==> config.mk <==
export PLATFORM = sky130hd
export DESIGN_NAME = uart_top
export DESIGN_NICKNAME = d
export VERILOG_FILES = /design/src/rtl/uart_pkg.sv /design/src/rtl/uart_baud_gen.sv /design/src/rtl/uart_rx.sv /design/src/rtl/uart_tx.sv /design/src/rtl/uart_regs.sv /design/src/rtl/uart_top.sv
export VERILOG_INCLUDE_DIRS = /design/src /design/src/rtl
export SDC_FILE = /design/constraint.sdc
export NUM_CORES = 1
export LEC_CHECK = 0
export BUFFER_PORTS_ARGS = -buffer_cell sky130_fd_sc_hd__buf_2
export CORE_MARGIN = 4
export CORE_UTILIZATION = 55
export DETAILED_ROUTE_END_ITERATION = 10
export HOLD_SLACK_MARGIN = 0.15
export PLACE_DENSITY = 0.75
export SETUP_SLACK_MARGIN = 0.2
export SLEW_MARGIN = 20
export SYNTH_ARGS = -nofsm -noshare
export SYNTH_HDL_FRONTEND = slang
export SYNTH_SLANG_ARGS = --single-unit
==> constraint.sdc <==
create_clock -name CLK -period 3.2 [get_ports CLK]
set_input_delay 0.32 -clock CLK [delete_from_list [all_inputs] [get_ports CLK]]
set_output_delay 0.32 -clock CLK [all_outputs]
set_load 0.05 [all_outputs]
==> src/rtl/uart_defs.svh <==
`ifndef UART_DEFS_SVH
`define UART_DEFS_SVH

// Widths
`define UART_DATA_W        8
`define UART_ADDR_W        3
`define UART_DIV_W         16

// Baud timing
`define UART_PRESCALE      27    // 50 MHz / 27 / 16 is close to 115200 baud
`define UART_OVERSAMPLE    16    // Ticks per bit time
`define UART_SAMPLE_POINT  7     // Mid-bit tick
`define UART_FRAME_BITS    11    // Start, 8 data, parity slot, stop

// Register map
`define UART_ADDR_DATA     3'd0  // THR/RBR, divisor low with baud_select
`define UART_ADDR_IER      3'd1  // IER, divisor high with baud_select
`define UART_ADDR_LCR      3'd3
`define UART_ADDR_LSR      3'd5

// LSR bits, bit 4 reads 0
`define UART_LSR_DR        0
`define UART_LSR_OE        1
`define UART_LSR_PE        2
`define UART_LSR_FE        3
`define UART_LSR_THRE      5
`define UART_LSR_TEMT      6
`define UART_LSR_ERR       7

// IER bits
`define UART_IER_RX        0
`define UART_IER_THRE      1
`define UART_IER_LS        2

`endif

==> src/rtl/uart_pkg.sv <==
`include "uart_defs.svh"

package uart_pkg;

	typedef logic [`UART_DATA_W-1:0] byte_t;

	// Line control register, MSB first
	typedef struct packed {
		logic       baud_select;    // Addresses 0 and 1 map to the divisor latch
		logic       brk;            // Kept for readback
		logic       parity_forced;
		logic       parity_even;
		logic       parity_enable;
		logic       stop;           // Kept for readback
		logic [1:0] word_len;       // Kept for readback
	} lcr_t;

	typedef enum logic [2:0] {
		PAR_NONE,
		PAR_ODD,
		PAR_EVEN,
		PAR_MARK,
		PAR_SPACE
	} parity_e;

	// Value of the parity slot for a data byte
	function automatic logic parity_slot(parity_e mode, byte_t data);
		case (mode)
			PAR_ODD:   return ~(^data);   // Odd count of ones overall
			PAR_EVEN:  return ^data;
			PAR_SPACE: return 1'b0;
			default:   return 1'b1;       // Mark, also the idle slot without parity
		endcase
	endfunction

endpackage

==> src/rtl/uart_baud_gen.sv <==
`include "uart_defs.svh"

module uart_baud_gen (
	input  logic                   CLK,
	input  logic                   reset,
	input  logic [`UART_DIV_W-1:0] div_value,   // Divisor latch contents
	input  logic                   div_load,    // Divisor byte written
	output logic                   tick16       // 16x bit rate strobe
);

	localparam int PRE_W = $clog2(`UART_PRESCALE);

	logic [PRE_W-1:0]       pre_cnt;
	logic                   pre_carry;
	logic [`UART_DIV_W-1:0] div_cnt;
	logic [`UART_DIV_W-1:0] div_top;     // Last divisor count before wrap

	assign pre_carry = (pre_cnt == PRE_W'(`UART_PRESCALE - 1));
	assign div_top   = (div_value == '0) ? '0 : div_value - 1'b1;   // Zero acts as one

	always_ff @(posedge CLK or posedge reset)
	begin
		if (reset)
		begin
			pre_cnt <= '0;
			div_cnt <= '0;
			tick16  <= 1'b0;
		end
		else if (div_load)
		begin
			// New divisor, restart both stages
			pre_cnt <= '0;
			div_cnt <= '0;
			tick16  <= 1'b0;
		end
		else
		begin
			tick16 <= 1'b0;
			if (pre_carry)
			begin
				pre_cnt <= '0;
				if (div_cnt >= div_top)   // Also catches a shrunk divisor
				begin
					div_cnt <= '0;
					tick16  <= 1'b1;
				end
				else
					div_cnt <= div_cnt + 1'b1;
			end
			else
				pre_cnt <= pre_cnt + 1'b1;
		end
	end

	// Receiver and transmitter count each tick once
	assert property (@(posedge CLK) disable iff (reset) tick16 |=> !tick16)
		else $error("tick16 high on consecutive cycles");

endmodule

==> src/rtl/uart_rx.sv <==
`include "uart_defs.svh"

module uart_rx (
	input  logic              CLK,
	input  logic              reset,
	input  logic              tick16,       // 16x bit rate strobe
	input  logic              rxd,          // Serial line in
	input  uart_pkg::parity_e parity,
	output uart_pkg::byte_t   rx_data,      // Held until next frame end
	output logic              rx_done,      // Frame end pulse
	output logic              parity_err,
	output logic              frame_err     // Stop bit sampled low
);

	localparam int TICK_W = $clog2(`UART_OVERSAMPLE);
	localparam int BIT_W  = $clog2(`UART_FRAME_BITS);

	logic [2:0]        filt;         // Line filter stages
	logic              line;         // Filtered line
	logic              busy;         // Frame in progress
	logic [TICK_W-1:0] tick_cnt;     // Tick index inside the bit
	logic [BIT_W-1:0]  bit_cnt;      // Samples taken so far
	logic              sample;
	logic [9:0]        shift;        // Data, parity slot, stop
	logic              frame_end;    // Last sample shifted in

	assign line   = filt[2];
	assign sample = tick16 & busy & (tick_cnt == TICK_W'(`UART_SAMPLE_POINT));

	// Three stage filter stepped on the tick
	always_ff @(posedge CLK or posedge reset)
	begin
		if (reset)
			filt <= 3'b111;   // Idle line is mark
		else if (tick16)
		begin
			if ((filt[0] == filt[2]) && (filt[0] != filt[1]))
				filt[2] <= filt[0];   // Drop a one-tick glitch
			else
				filt[2] <= filt[1];
			filt[1] <= filt[0];
			filt[0] <= rxd;
		end
	end

	// Start detection and mid-bit sample timing
	always_ff @(posedge CLK or posedge reset)
	begin
		if (reset)
		begin
			busy      <= 1'b0;
			tick_cnt  <= '0;
			bit_cnt   <= '0;
			frame_end <= 1'b0;
		end
		else
		begin
			frame_end <= 1'b0;
			if (tick16)
			begin
				if (!busy)
				begin
					if (!line)
					begin
						busy     <= 1'b1;
						tick_cnt <= TICK_W'(1);   // Detecting tick counts as index 0
						bit_cnt  <= '0;
					end
				end
				else
				begin
					tick_cnt <= tick_cnt + 1'b1;   // Wraps once per bit
					if (sample)
					begin
						if (bit_cnt == BIT_W'(`UART_FRAME_BITS - 1))
						begin
							busy      <= 1'b0;   // Stop bit taken
							frame_end <= 1'b1;
						end
						else
							bit_cnt <= bit_cnt + 1'b1;
					end
				end
			end
		end
	end

	// Start bit falls off the bottom after all 11 samples
	always_ff @(posedge CLK)
	begin
		if (sample)
			shift <= {line, shift[9:1]};
	end

	// End of frame checks
	always_ff @(posedge CLK or posedge reset)
	begin
		if (reset)
		begin
			rx_data    <= '0;
			rx_done    <= 1'b0;
			parity_err <= 1'b0;
			frame_err  <= 1'b0;
		end
		else
		begin
			rx_done <= frame_end;
			if (frame_end)
			begin
				rx_data    <= shift[7:0];
				parity_err <= (parity != uart_pkg::PAR_NONE) &&
					(shift[8] != uart_pkg::parity_slot(parity, shift[7:0]));
				frame_err  <= ~shift[9];
			end
		end
	end

	// Data ready and overrun count frames by this pulse
	assert property (@(posedge CLK) disable iff (reset) rx_done |=> !rx_done)
		else $error("rx_done longer than one cycle");

endmodule

==> src/rtl/uart_tx.sv <==
`include "uart_defs.svh"

module uart_tx (
	input  logic              CLK,
	input  logic              reset,
	input  logic              tick16,       // 16x bit rate strobe
	input  logic              tx_load,      // THR write
	input  uart_pkg::byte_t   tx_data,
	input  uart_pkg::parity_e parity,
	output logic              txd,          // Serial line out
	output logic              thr_empty,
	output logic              tx_idle       // Nothing held, nothing shifting
);

	localparam int TICK_W = $clog2(`UART_OVERSAMPLE);
	localparam int BIT_W  = $clog2(`UART_FRAME_BITS);

	uart_pkg::byte_t             thr;          // Holding register
	logic                        thr_full;
	logic [TICK_W-1:0]           div_cnt;      // Ticks within the bit
	logic                        bit_tick;
	logic                        tx_on;        // Frame on the line
	logic [BIT_W-1:0]            bit_cnt;
	logic                        load_shift;
	logic [`UART_FRAME_BITS-1:0] shift;        // LSB is the line

	assign bit_tick   = tick16 & (div_cnt == TICK_W'(`UART_OVERSAMPLE - 1));
	assign load_shift = bit_tick & ~tx_on & thr_full;
	assign txd        = shift[0];
	assign thr_empty  = ~thr_full;
	assign tx_idle    = ~tx_on & ~thr_full;

	always_ff @(posedge CLK)
	begin
		if (tx_load)
			thr <= tx_data;   // Overwrites any unsent byte
	end

	always_ff @(posedge CLK or posedge reset)
	begin
		if (reset)
		begin
			thr_full <= 1'b0;
			div_cnt  <= '0;
			tx_on    <= 1'b0;
			bit_cnt  <= '0;
			shift    <= '1;   // Line at mark
		end
		else
		begin
			// New write wins over the move into the shifter
			if (tx_load)
				thr_full <= 1'b1;
			else if (load_shift)
				thr_full <= 1'b0;

			if (tick16)
				div_cnt <= div_cnt + 1'b1;

			if (load_shift)
			begin
				// Stop, parity slot, data, start
				shift   <= {1'b1, uart_pkg::parity_slot(parity, thr), thr, 1'b0};
				tx_on   <= 1'b1;
				bit_cnt <= '0;
			end
			else if (bit_tick && tx_on)
			begin
				shift <= {1'b1, shift[`UART_FRAME_BITS-1:1]};   // Ones fill behind
				if (bit_cnt == BIT_W'(`UART_FRAME_BITS - 1))
					tx_on <= 1'b0;   // Stop bit done
				else
					bit_cnt <= bit_cnt + 1'b1;
			end
		end
	end

	// TEMT in LSR promises a quiet line
	assert property (@(posedge CLK) disable iff (reset) tx_idle |-> txd)
		else $error("txd low while transmitter idle");

endmodule

==> src/rtl/uart_regs.sv <==
`include "uart_defs.svh"

module uart_regs (
	input  logic                    CLK,
	input  logic                    reset,
	input  logic                    CS,
	input  logic                    nRW,          // 1 writes
	input  logic [`UART_ADDR_W-1:0] add,
	input  uart_pkg::byte_t         data_in,
	input  uart_pkg::byte_t         rx_data,
	input  logic                    rx_done,
	input  logic                    parity_err,
	input  logic                    frame_err,
	input  logic                    thr_empty,
	input  logic                    tx_idle,
	output uart_pkg::byte_t         data_out,
	output logic                    nIRQ,
	output logic [`UART_DIV_W-1:0]  div_value,
	output logic                    div_load,
	output logic                    tx_load,
	output uart_pkg::byte_t         tx_data,
	output uart_pkg::parity_e       parity
);

	uart_pkg::lcr_t          lcr;
	logic [`UART_IER_LS:0]   ier;
	logic                    wr;
	logic                    rd;
	logic                    dll_wr;      // Divisor low byte
	logic                    dlm_wr;      // Divisor high byte
	logic                    ier_wr;
	logic                    lcr_wr;
	logic                    rx_read;     // Receive data read
	logic                    lsr_read;
	logic                    dr;          // Data ready
	logic                    oe;          // Overrun
	logic                    err;
	uart_pkg::byte_t         lsr;

	assign wr = CS & nRW;
	assign rd = CS & ~nRW;

	// baud_select swaps addresses 0 and 1 over to the divisor latch
	assign tx_load  = wr & (add == `UART_ADDR_DATA) & ~lcr.baud_select;
	assign dll_wr   = wr & (add == `UART_ADDR_DATA) & lcr.baud_select;
	assign dlm_wr   = wr & (add == `UART_ADDR_IER) & lcr.baud_select;
	assign ier_wr   = wr & (add == `UART_ADDR_IER) & ~lcr.baud_select;
	assign lcr_wr   = wr & (add == `UART_ADDR_LCR);
	assign rx_read  = rd & (add == `UART_ADDR_DATA) & ~lcr.baud_select;
	assign lsr_read = rd & (add == `UART_ADDR_LSR);
	assign div_load = dll_wr | dlm_wr;
	assign tx_data  = data_in;

	always_ff @(posedge CLK or posedge reset)
	begin
		if (reset)
		begin
			lcr       <= '0;
			ier       <= '0;
			div_value <= `UART_DIV_W'(1);
			dr        <= 1'b0;
			oe        <= 1'b0;
		end
		else
		begin
			if (lcr_wr)
				lcr <= uart_pkg::lcr_t'(data_in);
			if (ier_wr)
				ier <= data_in[`UART_IER_LS:0];
			if (dll_wr)
				div_value[7:0] <= data_in;
			if (dlm_wr)
				div_value[15:8] <= data_in;

			// A new frame beats a read in the same cycle
			if (rx_done)
				dr <= 1'b1;
			else if (rx_read)
				dr <= 1'b0;
			if (rx_done && dr)
				oe <= 1'b1;   // Unread byte lost
			else if (lsr_read)
				oe <= 1'b0;
		end
	end

	// LCR parity fields to mode
	always_comb
	begin
		if (!lcr.parity_enable)
			parity = uart_pkg::PAR_NONE;
		else if (!lcr.parity_forced)
			parity = lcr.parity_even ? uart_pkg::PAR_EVEN : uart_pkg::PAR_ODD;
		else
			parity = lcr.parity_even ? uart_pkg::PAR_SPACE : uart_pkg::PAR_MARK;
	end

	assign err = parity_err | frame_err | oe;

	always_comb
	begin
		lsr = '0;
		lsr[`UART_LSR_DR]   = dr;
		lsr[`UART_LSR_OE]   = oe;
		lsr[`UART_LSR_PE]   = parity_err;
		lsr[`UART_LSR_FE]   = frame_err;
		lsr[`UART_LSR_THRE] = thr_empty;
		lsr[`UART_LSR_TEMT] = tx_idle;
		lsr[`UART_LSR_ERR]  = err;
	end

	// Read mux, zero outside mapped reads
	always_comb
	begin
		data_out = '0;
		if (rd)
			case (add)
				`UART_ADDR_DATA: data_out = lcr.baud_select ? div_value[7:0] : rx_data;
				`UART_ADDR_IER:  data_out = lcr.baud_select ? div_value[15:8] :
					uart_pkg::byte_t'(ier);
				`UART_ADDR_LCR:  data_out = lcr;
				`UART_ADDR_LSR:  data_out = lsr;
				default:         data_out = '0;
			endcase
	end

	// Level interrupt, low active
	assign nIRQ = ~((ier[`UART_IER_RX] & dr) | (ier[`UART_IER_THRE] & thr_empty) |
		(ier[`UART_IER_LS] & err));

	assert property (@(posedge CLK) disable iff (reset) !(tx_load && div_load))
		else $error("tx_load and div_load together");

endmodule

==> src/rtl/uart_top.sv <==
`include "uart_defs.svh"

module uart_top (
	input  logic                    CLK,
	input  logic                    reset,
	input  logic                    CS,          // Chip select
	input  logic                    nRW,         // 1 writes
	input  logic [`UART_ADDR_W-1:0] add,
	input  uart_pkg::byte_t         data_in,
	input  logic                    RxD,
	output uart_pkg::byte_t         data_out,
	output logic                    TxD,
	output logic                    nIRQ         // Low while an enabled source is active
);

	logic [`UART_DIV_W-1:0] div_value;
	logic                   div_load;
	logic                   tick16;       // Shared by both directions
	logic                   tx_load;
	uart_pkg::byte_t        tx_data;
	uart_pkg::byte_t        rx_data;
	uart_pkg::parity_e      parity;
	logic                   rx_done;
	logic                   parity_err;
	logic                   frame_err;
	logic                   thr_empty;
	logic                   tx_idle;

	uart_baud_gen u_baud_gen (
		.CLK       (CLK),
		.reset     (reset),
		.div_value (div_value),
		.div_load  (div_load),
		.tick16    (tick16)
	);

	uart_rx u_rx (
		.CLK        (CLK),
		.reset      (reset),
		.tick16     (tick16),
		.rxd        (RxD),
		.parity     (parity),
		.rx_data    (rx_data),
		.rx_done    (rx_done),
		.parity_err (parity_err),
		.frame_err  (frame_err)
	);

	uart_tx u_tx (
		.CLK       (CLK),
		.reset     (reset),
		.tick16    (tick16),
		.tx_load   (tx_load),
		.tx_data   (tx_data),
		.parity    (parity),
		.txd       (TxD),
		.thr_empty (thr_empty),
		.tx_idle   (tx_idle)
	);

	uart_regs u_regs (
		.CLK        (CLK),
		.reset      (reset),
		.CS         (CS),
		.nRW        (nRW),
		.add        (add),
		.data_in    (data_in),
		.rx_data    (rx_data),
		.rx_done    (rx_done),
		.parity_err (parity_err),
		.frame_err  (frame_err),
		.thr_empty  (thr_empty),
		.tx_idle    (tx_idle),
		.data_out   (data_out),
		.nIRQ       (nIRQ),
		.div_value  (div_value),
		.div_load   (div_load),
		.tx_load    (tx_load),
		.tx_data    (tx_data),
		.parity     (parity)
	);

endmodule

### Word level (Yosys, flattened, before mapping)

Cells that the tools add are included.

* bits in registers: 114
* latch bits: 0
* bits in writable memories: 0
* ROM bits: 0
* input bits: 16
* output and inout bits: 10
* word-level logic and storage cells: 159
* memories kept: 0

* add/sub/neg operators: 7
* multiply operators: 0
* divide/modulo/power cells: 0
* $lt $le $gt $ge: 1
* equality and inequality tests: 18
* shifts and indexed selects: 0
* muxes and demuxes: 49
* bitwise logic cells: 34
* reduce and logical (&&, ||, !) cells: 19

Operators with widths (count)
* two-way mux 16 bit: 4
* two-way mux 4 bit: 9
* one-hot mux 8 bit (4 select lines): 1
* two-way mux 8 bit: 3
* two-way mux 1 bit: 22
* two-way mux 11 bit: 2
* bitwise AND 1 bit: 21
* adder 16 x 1 -> 16 bit (second input constant): 1
* adder 4 x 1 -> 4 bit (second input constant): 4
* >= comparator 16 bit: 1
* zero test 16 bit: 1
* XOR reduction 8 bit: 2
* subtractor 16 x 1 -> 16 bit (second input constant): 1
* == test 4 bit (second input constant): 3
* nonzero test 2 bit: 6
* two-way mux 5 bit: 2
* two-way mux 3 bit: 3
* inverter 1 bit: 8
* == test 3 x 1 -> 1 bit (second input constant): 2
* == test 3 x 2 -> 1 bit (second input constant): 2
* == test 3 bit (second input constant): 2
* inequality test 2 bit (second input constant): 3
* one-hot mux 1 bit (3 select lines): 2
* AND reduction 2 bit: 3
* other kinds (12): 20

### Depth between registers and ports, before layout

Gate-level depths: netlist of the first run.

* depth after elaboration: 8
* gate-level depth with buffers: 13
* depth with buffers taken out: 13

### Modules after synthesis

Synthesis of the first run repeated with hierarchy kept, for this count alone.

* cell total of the unflattened synthesis: 578
* area, all modules: 6397.4 um^2

Modules (own cells, without submodules)
* uart_baud_gen: instances 1, cells each 206, area each 1790.5 um^2, seq. area each 550.5 um^2
* uart_regs: instances 1, cells each 152, area each 1784.2 um^2, seq. area each 726.9 um^2
* uart_rx: instances 1, cells each 114, area each 1490.2 um^2, seq. area each 904.6 um^2
* uart_tx: instances 1, cells each 106, area each 1332.5 um^2, seq. area each 753.2 um^2

### Least setup slack after synthesis of the first run

Ideal clock, no wire load.

* path kind: flip-flop to flip-flop
* start point: reg u_regs.div_value[10]
* end point: reg u_baud_gen.div_cnt[0]
* library setup time: 0.066 ns
* data arrival time: 3.336 ns
* data required time: 3.134 ns
* setup slack: -0.202 ns
* stages on the path, launching flop included: 11
* buffers on the path: 1
* period minus slack after synthesis: 3.402 ns
* cell sequence: dfrtp_1 -> or4_4 -> or4_4 -> buf_6 -> and2_1 -> ha_1 -> nand2b_1 -> a2111o_1 -> a31o_2 -> nor3_1 -> mux2_2

* word-level cells in the longest chain between the ends: 6
* elaborated cells between the ends (all ways): 7
* classes of those cells: 1 x add/sub; 1 x order compare; 4 x mux; 1 x reduce/logical

RTL lines
* start, declared: RTL line uart_regs.sv:18 `` output logic [`UART_DIV_W-1:0] div_value, ``
* start signal, assigned: RTL line uart_regs.sv:60 `` div_value <= `UART_DIV_W'(1); ``
* start signal, assigned: RTL line uart_regs.sv:73 `div_value[15:8] <= data_in;`
* subtractor 16 x 1 -> 16 bit / zero test 16 bit (equally long branches): RTL line uart_baud_gen.sv:19 `assign div_top = (div_value == '0) ? '0 : div_value - 1'b1;`
* two-way mux 16 bit (*): RTL line uart_baud_gen.sv:19
* >= comparator 16 bit (*): RTL line uart_baud_gen.sv:42 `if (div_cnt >= div_top)`
* two-way mux 16 bit (*): RTL line uart_baud_gen.sv:42
* two-way mux 16 bit (*): RTL line uart_baud_gen.sv:39 `if (pre_carry)`
* two-way mux 16 bit (*): RTL line uart_baud_gen.sv:29 `else if (div_load)`
* end signal, assigned: RTL line uart_baud_gen.sv:48 `div_cnt <= div_cnt + 1'b1;`
* end, declared: RTL line uart_baud_gen.sv:15 `` logic [`UART_DIV_W-1:0] div_cnt; ``

Mark *: on every way between the ends. The rest lies on a longest branch, timed or not. The select of a mux whose other input is x is not followed.
A chain may end at the register's enable or synchronous reset.

### Worst setup path in the final report of the first run

* start point: reg u_regs.div_value[1]
* end point: reg u_baud_gen.div_cnt[0]

Same word-level chain as after synthesis.

==> flow_metrics.py, run 1 <==
metrics = {
    "outcome": {
        "status": "finished with violations",
        "violations": "setup timing",
    },
    "timing": {
        "tightest_slew_ns": 0.918,
        "finalHoldViolCount": 0,
        "setup_tns_ns": -0.677,
        "fin_skew_ns": 0.0113,
        "fin_crit_sh_pct": 103,
        "rsz0062_at_grt": "true",
        "finalSetupViolCount": 15,
        "maxSlewViolCount": 0,
        "hold_ws_ns": 0.238,
        "fmax_ghz": 0.305,
        "finalCriticalPeriod_ns": 3.28,
        "fin_ws_ns": -0.0820,
        "slew_headroom_pct": 38.5,
    },
    "synthesis": {
        "synth_edf_count": 18,
        "netlist_instances": 569,
        "synthTopCellsByArea": "dfrtp_1 33%, edfxtp_1 8.8%, mux2_2 8.3%",
        "synth.area.mux_share_pct": 8.95,
        "synth_simple_gate_area_share_pct": 17.8,
        "synth_top_area_share_pct": 33.2,
        "synth_compound_area_share_pct": 9.83,
        "ys.flop_type": "dfrtp_1",
        "yosysWarnings": 0,
        "ys_types": 63,
        "synthXorXnorAreaFrac_pct": 7.02,
        "avgSynthCellArea_um2": 10.7,
        "syn-cell-area_mm2": 0.00611,
        "synthAdderAreaFrac_pct": 5.73,
        "yosysTopAreaCell": "dfrtp_1",
        "synthArstFlopShare_pct": 84.1,
        "synth_nets": 613,
        "synth_top_family_by_area": "simple AND/OR/NAND/NOR gates",
        "ys_seq_area_share_pct": 48.0,
        "ys_ff_latch": 113,
    },
    "pwr": {
        "pwr_density_cell_mw_per_mm2": 627,
        "ir_drop_mv": 0.529,
        "p_leak_nw": 3.38,
        "finalPower_mw": 4.75,
    },
    "layout": {
        "n_antenna_cell": 0,
        "n_fill_cell": 768,
        "nets": 689,
        "stdcell_area_mm2": 0.00757,
        "area_delta_synth_final_pct": 23.9,
        "drive_gt1_share_pct": 30.4,
        "fin_cells": 798,
        "mostFrequentLayoutCells": "80 x dfrtp_1, 59 x nand2_1, 44 x mux2_2, 37 x buf_4",
        "mostFrequentLayoutCell": "dfrtp_1",
    },
    "global_routing": {
        "antenna_found_initial": 0,
        "grt_overflow": 0,
        "grt_pass1_vias": 4993,
        "track_usage_pct": 24.8,
        "grt_pass1_wl_mm": 25.1,
        "grt_max_degree": 43,
    },
    "setup_path": {
        "crit_top_cell": "ha_4",
        "path_cells": "inv_2, ha_4, or3b_4, and4bb_2, buf_6, nand2b_4, xnor2_2, nand2_1, ha_4, nand2_4, nor4_4, buf_4, a31o_4, nor3_4, mux2_4",
        "cp_top_family": "simple AND/OR/NAND/NOR gates",
        "worstPathRequired_ns": 3.60,
        "crit_fanout": 5,
        "reg2reg_depth": 15,
        "crit_buf_inv": 3,
        "crit_end": "u_baud_gen.div_cnt[0]$_DFFE_PP0P_",
        "crit_path_end_kind": "flop",
        "r2r-start": "u_regs.div_value[1]$_DFFE_PP0P_",
        "slowest_delay_ns": 0.39,
        "cpMaxStageDelayCell": "or3b_4",
        "critical_path_arrival_ns": 3.69,
        "start_kind": "flop",
        "r2r-end": "u_baud_gen.div_cnt[0]$_DFFE_PP0P_",
        "r2r_slack_ns": -0.08,
        "worstSetupStartpoint": "u_regs.div_value[1]$_DFFE_PP0P_",
        "crit_cells": 15,
        "crit_type": "flop to flop",
    },
    "clock_network": {
        "cts_tree": "yes",
        "insertion_delay_ns": 0.52,
        "cts_buffers": 17,
        "clock_path_buffers": 2,
        "cts_root_buffer": "clkbuf_8",
        "h-tree-depth": 4,
        "cts.sinks": 113,
        "clk_pin_slew_worst_paths_ns": 0.06,
    },
    "die": {
        "die_h_um": 113,
        "dieArea_mm2": 0.0129,
        "initial_core_util_pct": 56.4,
        "io_pins": 26,
        "die_x_um": 113,
        "row_count": 38,
        "coreArea_mm2": 0.0108,
    },
    "route": {
        "drc": 0,
        "via_count": 4808,
        "vias_per_cell": 6.03,
        "drt_wl_total_mm": 15.3,
        "dr.pass1.iters": 5,
        "post_drt_wl_per_cell_um": 19.1,
        "drt_iter0_markers": 479,
        "ant_nets": 0,
    },
    "place": {
        "dp_hpwl_mm": 10.4,
        "place_inst": 745,
        "dpl-instance-area_mm2": 0.00674,
        "gp_congestion": 0.920,
        "port_buffers": 25,
    },
    "min_path": {
        "holdCritPathClass": "input port to flop",
    },
    "job": {
        "cap_violations": 0,
    },
}
[registers in the layout (all words and copies together), names as in the netlist, 3 cells and up]
name                flops
u_regs.lcr              8
u_baud_gen.div_cnt     16
u_rx.bit_cnt            4
u_tx.bit_cnt            4
u_baud_gen.pre_cnt      5
u_regs.div_value       16
u_rx.filt               3
u_tx.div_cnt            4
u_regs.ier              3
u_rx.rx_data            8
u_rx.tick_cnt           4
u_tx.shift             10
u_rx.shift             10
u_tx.thr                8
[metrics by stage]
stage | setup WS, ns | util (%)
after floorplan | 0.0616 | -
after global placement | 0.0219 | 62.1
after detailed placement | -0.0419 | 62.1
after CTS | 0.0126 | 69.1
after global routing | -0.206 | 69.9
final | -0.0820 | 69.9
[worst min-delay path: stages]
cell and delay, ns:
buf_2 0.13, nor2b_1 0.08, nand2_1 0.08, a21o_1 0.11
[layer usage]
metal  wire length, µm  share of wire [%]  up-vias  track usage (%)
met4               383                2.5        0             9.54
li1                  -                  -     2222                -
met2              7490                 49      168             41.2
met3               885                5.8       40             5.36
met5                 0                  0        -                0
met1              6520                 43     2378             32.0
[kinds of logic after synthesis]
family	Yosys count
simple gates	203
flops	113
compound gates	89
xor+xnor	49
mux	49
buf+inv	38
fa+ha+maj	28
[Yosys cell counts (3+ instances only)]
cell type  count
and3b_1        9
nor3_1        13
edfxtp_1      18
and2_1         3
o21ai_0       21
dfrtp_1       81
or3_1          4
nand3_1       14
dfstp_2       14
xor2_1        17
nand2b_1       7
nor2b_1        4
xnor2_1       32
a221oi_1       3
clkbuf_1      13
ha_1          28
nor2_1        32
buf_2          4
a22o_1         4
nand3b_1       4
a222oi_1       3
mux2i_1        4
and3_1         6
nor4_1         5
a2111oi_0      3
nand4_1       14
mux2_2        45
inv_1         18
a22oi_1       14
a21oi_1       19
nand2_1       64
and4_1         5
a21o_1         4
[report_power, final]
| group | switching, mW | total, mW | internal [mW] |
|---|---|---|---|
| clock network | 0.649 | 1.67 | 1.02 |
| logic | 0.655 | 1.28 | 0.626 |
| registers | 0.169 | 1.80 | 1.63 |
| total | 1.47 | 4.75 | 3.27 |
[area by class of cell]
class / instances / area (µm²) / area share (%)
multi-input combinational: 419 / 3320 / 43.9
clock buffer: 21 / 429 / 5.67
timing repair buffer: 76 / 548 / 7.24
tap: 140 / 175 / 2.31
sequential: 113 / 2940 / 38.8
clock inverter: 11 / 91.3 / 1.21
inverter: 18 / 68.8 / 0.909
[worst min-delay path by stage]
stage,from,end,slack (ns),depth (start not counted)
after floorplan,u_rx.frame_end$_DFF_PP0_,u_rx.rx_done$_DFF_PP0_,0.41,0
after global placement,u_rx.rx_done$_DFF_PP0_,u_regs.dr$_DFFE_PP0P_,0.44,1
after detailed placement,u_tx.shift[3]$_DFFE_PP1P_,u_tx.shift[3]$_DFFE_PP1P_,0.45,2
after CTS,nRW,u_regs.dr$_DFFE_PP0P_,0.22,4
after global routing,nRW,u_regs.dr$_DFFE_PP0P_,0.22,4
final,nRW,u_regs.dr$_DFFE_PP0P_,0.24,4
[repair_timing]
item / CTS / global route
hold buffers: 10 / 0
endpoints found under the setup margin: 17 / 17
buffers inserted: 6 / 4
gates resized for setup: 21 / 10
pin swaps: 11 / 15
gates cloned: 1 / 0
endpoints found under the hold margin: 69 / 0
Power figures use the tool's default switching activity.
==> run 2, diff against run 1 <==
--- a/config.mk
+++ b/config.mk
@@ -7,7 +7,6 @@
 export NUM_CORES = 1
 export LEC_CHECK = 0
 export BUFFER_PORTS_ARGS = -buffer_cell sky130_fd_sc_hd__buf_2
-export CORE_MARGIN = 4
 export CORE_UTILIZATION = 55
 export DETAILED_ROUTE_END_ITERATION = 10
 export HOLD_SLACK_MARGIN = 0.15
@@ -16,4 +15,5 @@
 export SLEW_MARGIN = 20
 export SYNTH_ARGS = -nofsm -noshare
 export SYNTH_HDL_FRONTEND = slang
+export SYNTH_HIERARCHICAL = 1
 export SYNTH_SLANG_ARGS = --single-unit
==> run 2 against run 1 <==
Effect of this change:
- the run still ends with setup timing left
- wire length is 1.3% lower
- non-clock buffer count is 13 lower
- setup slack better by 0.034 ns
- first-iteration DRC count is 0.21% lower
- count of clock-buffer cells in the layout is 1 lower
- critical path type unchanged
==> flow_metrics.py, run 2 <==
metrics = {
    "global_routing": {
        "grt_max_degree": 30,
        "grt_pass1_wl_mm": 23.7,
        "grt_overflow": 0,
        "grt_pass1_vias": 4634,
        "track_usage_pct": 26.6,
        "antenna_found_initial": 0,
    },
    "place": {
        "dp_hpwl_mm": 10.2,
        "post-place-ws_ns": -0.0767,
        "port_buffers": 25,
        "gp_congestion": 0.925,
    },
    "route": {
        "drt_wl_total_mm": 15.1,
        "via_count": 4757,
        "drc": 0,
        "dr.pass1.iters": 7,
        "vias_per_cell": 6.01,
        "drt_iter0_markers": 478,
        "post_drt_wl_per_cell_um": 19.1,
        "ant_nets": 0,
    },
    "timing": {
        "finalCriticalPeriod_ns": 3.25,
        "fin_skew_ns": 0.00599,
        "rsz0062_at_grt": "true",
        "tightest_slew_ns": 0.934,
        "finalSetupViolCount": 4,
        "slew_headroom_pct": 37.7,
        "fin_crit_sh_pct": 102,
        "hold_ws_ns": 0.185,
        "fin_ws_ns": -0.0484,
        "fmax_ghz": 0.308,
        "finalHoldViolCount": 0,
        "setup_tns_ns": -0.0934,
        "maxSlewViolCount": 0,
    },
    "min_path": {
        "holdCritPathClass": "input port to flop",
    },
    "die": {
        "coreArea_mm2": 0.0114,
        "die_h_um": 110,
        "dieArea_mm2": 0.0121,
        "die_x_um": 110,
        "row_count": 39,
        "io_pins": 26,
        "initial_core_util_pct": 56.3,
    },
    "clock_network": {
        "cts_root_buffer": "clkbuf_16",
        "cts_tree": "yes",
        "clock_path_buffers": 2,
        "h-tree-depth": 4,
        "cts_buffers": 17,
        "cts.sinks": 113,
        "insertion_delay_ns": 0.42,
        "clk_pin_slew_worst_paths_ns": 0.05,
    },
    "synthesis": {
        "yosysMostFrequentCell": "dfrtp_1",
        "synth.area.mux_share_pct": 10.9,
        "synthTopCellsByArea": "dfrtp_1 32%, edfxtp_1 8.4%, mux2_2 6.2%",
        "synth_simple_gate_area_share_pct": 17.6,
        "ys_ff_latch": 113,
        "synthArstFlopShare_pct": 84.1,
        "netlist_instances": 578,
        "yosysWarnings": 6,
        "synth_edf_count": 18,
        "synthXorXnorAreaFrac_pct": 6.98,
        "yosys-top-cells-count": "81 x dfrtp_1, 48 x nor2_1, 39 x nand2_1",
        "avgSynthCellArea_um2": 11.1,
        "ys_types": 73,
        "yosysTopAreaCell": "dfrtp_1",
        "ys.flop_type": "dfrtp_1",
        "ys_seq_area_share_pct": 45.9,
        "syn-cell-area_mm2": 0.00640,
        "synth_top_area_share_pct": 31.7,
        "synth_top_family_by_area": "simple AND/OR/NAND/NOR gates",
        "synthAdderAreaFrac_pct": 5.63,
        "synth_compound_area_share_pct": 9.15,
        "synth_nets": 622,
    },
    "setup_path": {
        "start_kind": "flop",
        "r2r_slack_ns": -0.05,
        "crit_fanout": 3,
        "crit_end": "u_baud_gen/div_cnt[1]$_DFFE_PP0P_",
        "worstSetupStartpoint": "u_regs/div_value[5]$_DFFE_PP0P_",
        "crit_path_end_kind": "flop",
        "worstPathRequired_ns": 3.50,
        "critical_path_arrival_ns": 3.54,
        "r2r-end": "u_baud_gen/div_cnt[1]$_DFFE_PP0P_",
        "crit_type": "flop to flop",
        "r2r-start": "u_regs/div_value[5]$_DFFE_PP0P_",
        "reg2reg_depth": 11,
    },
    "job": {
        "cap_violations": 0,
    },
    "pwr": {
        "pwr_density_cell_mw_per_mm2": 648,
        "ir_drop_mv": 0.537,
        "finalPower_mw": 4.96,
        "p_leak_nw": 3.40,
    },
    "layout": {
        "mostFrequentLayoutCells": "81 x dfrtp_1, 45 x nor2_1, 39 x nand2_1, 35 x mux2_2, 32 x xnor2_1",
        "area_delta_synth_final_pct": 19.6,
        "drive_gt1_share_pct": 28.9,
        "reg.largest.list": "u_baud_gen/div_cnt: 16 flops, u_regs/div_value: 16 flops",
        "n_fill_cell": 811,
        "ff_latch_area_mm2": 0.00294,
        "n_antenna_cell": 0,
        "mostFrequentLayoutCell": "dfrtp_1",
        "multi_input_area_mm2": 0.00341,
        "nets": 679,
    },
    "outcome": {
        "violations": "setup timing",
        "status": "finished with violations",
    },
}
[run 2: changes by cell type after synthesis, moves of 6 or more]
cell / delta
a211oi_1: +7
a21oi_1: -6
a21oi_2: +6
a22oi_1: -11
buf_4: +10
clkbuf_1: -7
mux2_2: -10
mux2_4: +9
mux2i_1: +13
nand2_1: -25
nor2_1: +16
[run 2: per-stage QoR]
step / util [%] / instances / area (µm²)
2_1_floorplan: - / 578 / 6440
3_3_place_gp: 59.2 / 742 / 6730
3_5_place_dp: 59.2 / 742 / 6730
4_1_cts: 66.6 / 788 / 7570
5_1_grt: 67.3 / 791 / 7650
6_report: 67.3 / 791 / 7650
[run 2: cell families (layout without fill, tap and decap cells)]
kind of cell,after synthesis,in the layout
flops,113,113
simple gates,196,196
buf+inv,46,116
fa+ha+maj,29,29
compound gates,82,82
xor+xnor,51,51
mux,61,61
[run 2: cell type report]
cell class | count | area share, %
inverters | 21 | 1.03
multi-input cells | 419 | 44.5
clock inverters | 12 | 2.14
well taps | 143 | 2.34
flip-flops and latches | 113 | 38.4
repair buffers | 63 | 5.74
clock buffers | 20 | 5.84
[run 2: layer usage]
metal  up-vias  GRT usage [%]  wire [µm]
met2       194           42.2       7190
met1      2327           34.7       6560
li1       2208              -          -
met5         -              0          0
met4         0           8.67        325
met3        28           7.77       1010
[run 2: timing repair]
action | 4_1_cts | 5_1_grt
setup buffers | 9 | 3
endpoints found under the setup margin | 17 | 17
resized for setup | 16 | 9
pin swaps | 18 | 6
gates cloned | 0 | 0
hold buffers | 5 | 0
endpoints found under the hold margin | 14 | 0
[run 2: report_power, final]
| group | leakage [nW] | internal, mW | switching [mW] |
|---|---|---|---|
| Combinational | 1.72 | 0.609 | 0.676 |
| Sequential | 1.39 | 1.59 | 0.133 |
| Clock | 0.299 | 1.31 | 0.644 |
| Total | 3.40 | 3.51 | 1.45 |
[run 2: worst min path at each step]
stage | startpoint | to | slack (ns) | cells after the start
final | data_in[6] | u_tx/thr[6]$_DFFE_PP_ | 0.18 | 1
after global routing | data_in[6] | u_tx/thr[6]$_DFFE_PP_ | 0.17 | 1
after CTS | data_in[7] | u_tx/thr[7]$_DFFE_PP_ | 0.16 | 1
after detailed placement | u_rx/shift[9]$_DFFE_PP_ | u_rx/frame_err$_DFFE_PP0P_ | 0.43 | 1
after global placement | u_rx/shift[9]$_DFFE_PP_ | u_rx/frame_err$_DFFE_PP0P_ | 0.43 | 1
after floorplan | reset | u_tx/bit_cnt[0]$_DFFE_PP0P_ | 0.28 | 1
[run 2: worst max-delay path, stage by stage (launching register included)]
cell and delay [ns]:
dfrtp_1 0.40, nor4_4 0.29, nand4_1 0.24, nor3_2 0.23, xor2_1 0.26, nand2_1 0.14, ha_4 0.30, nand4_4 0.11
nor3_4 0.21, or4b_4 0.52, and3_4 0.21, a32o_1 0.22
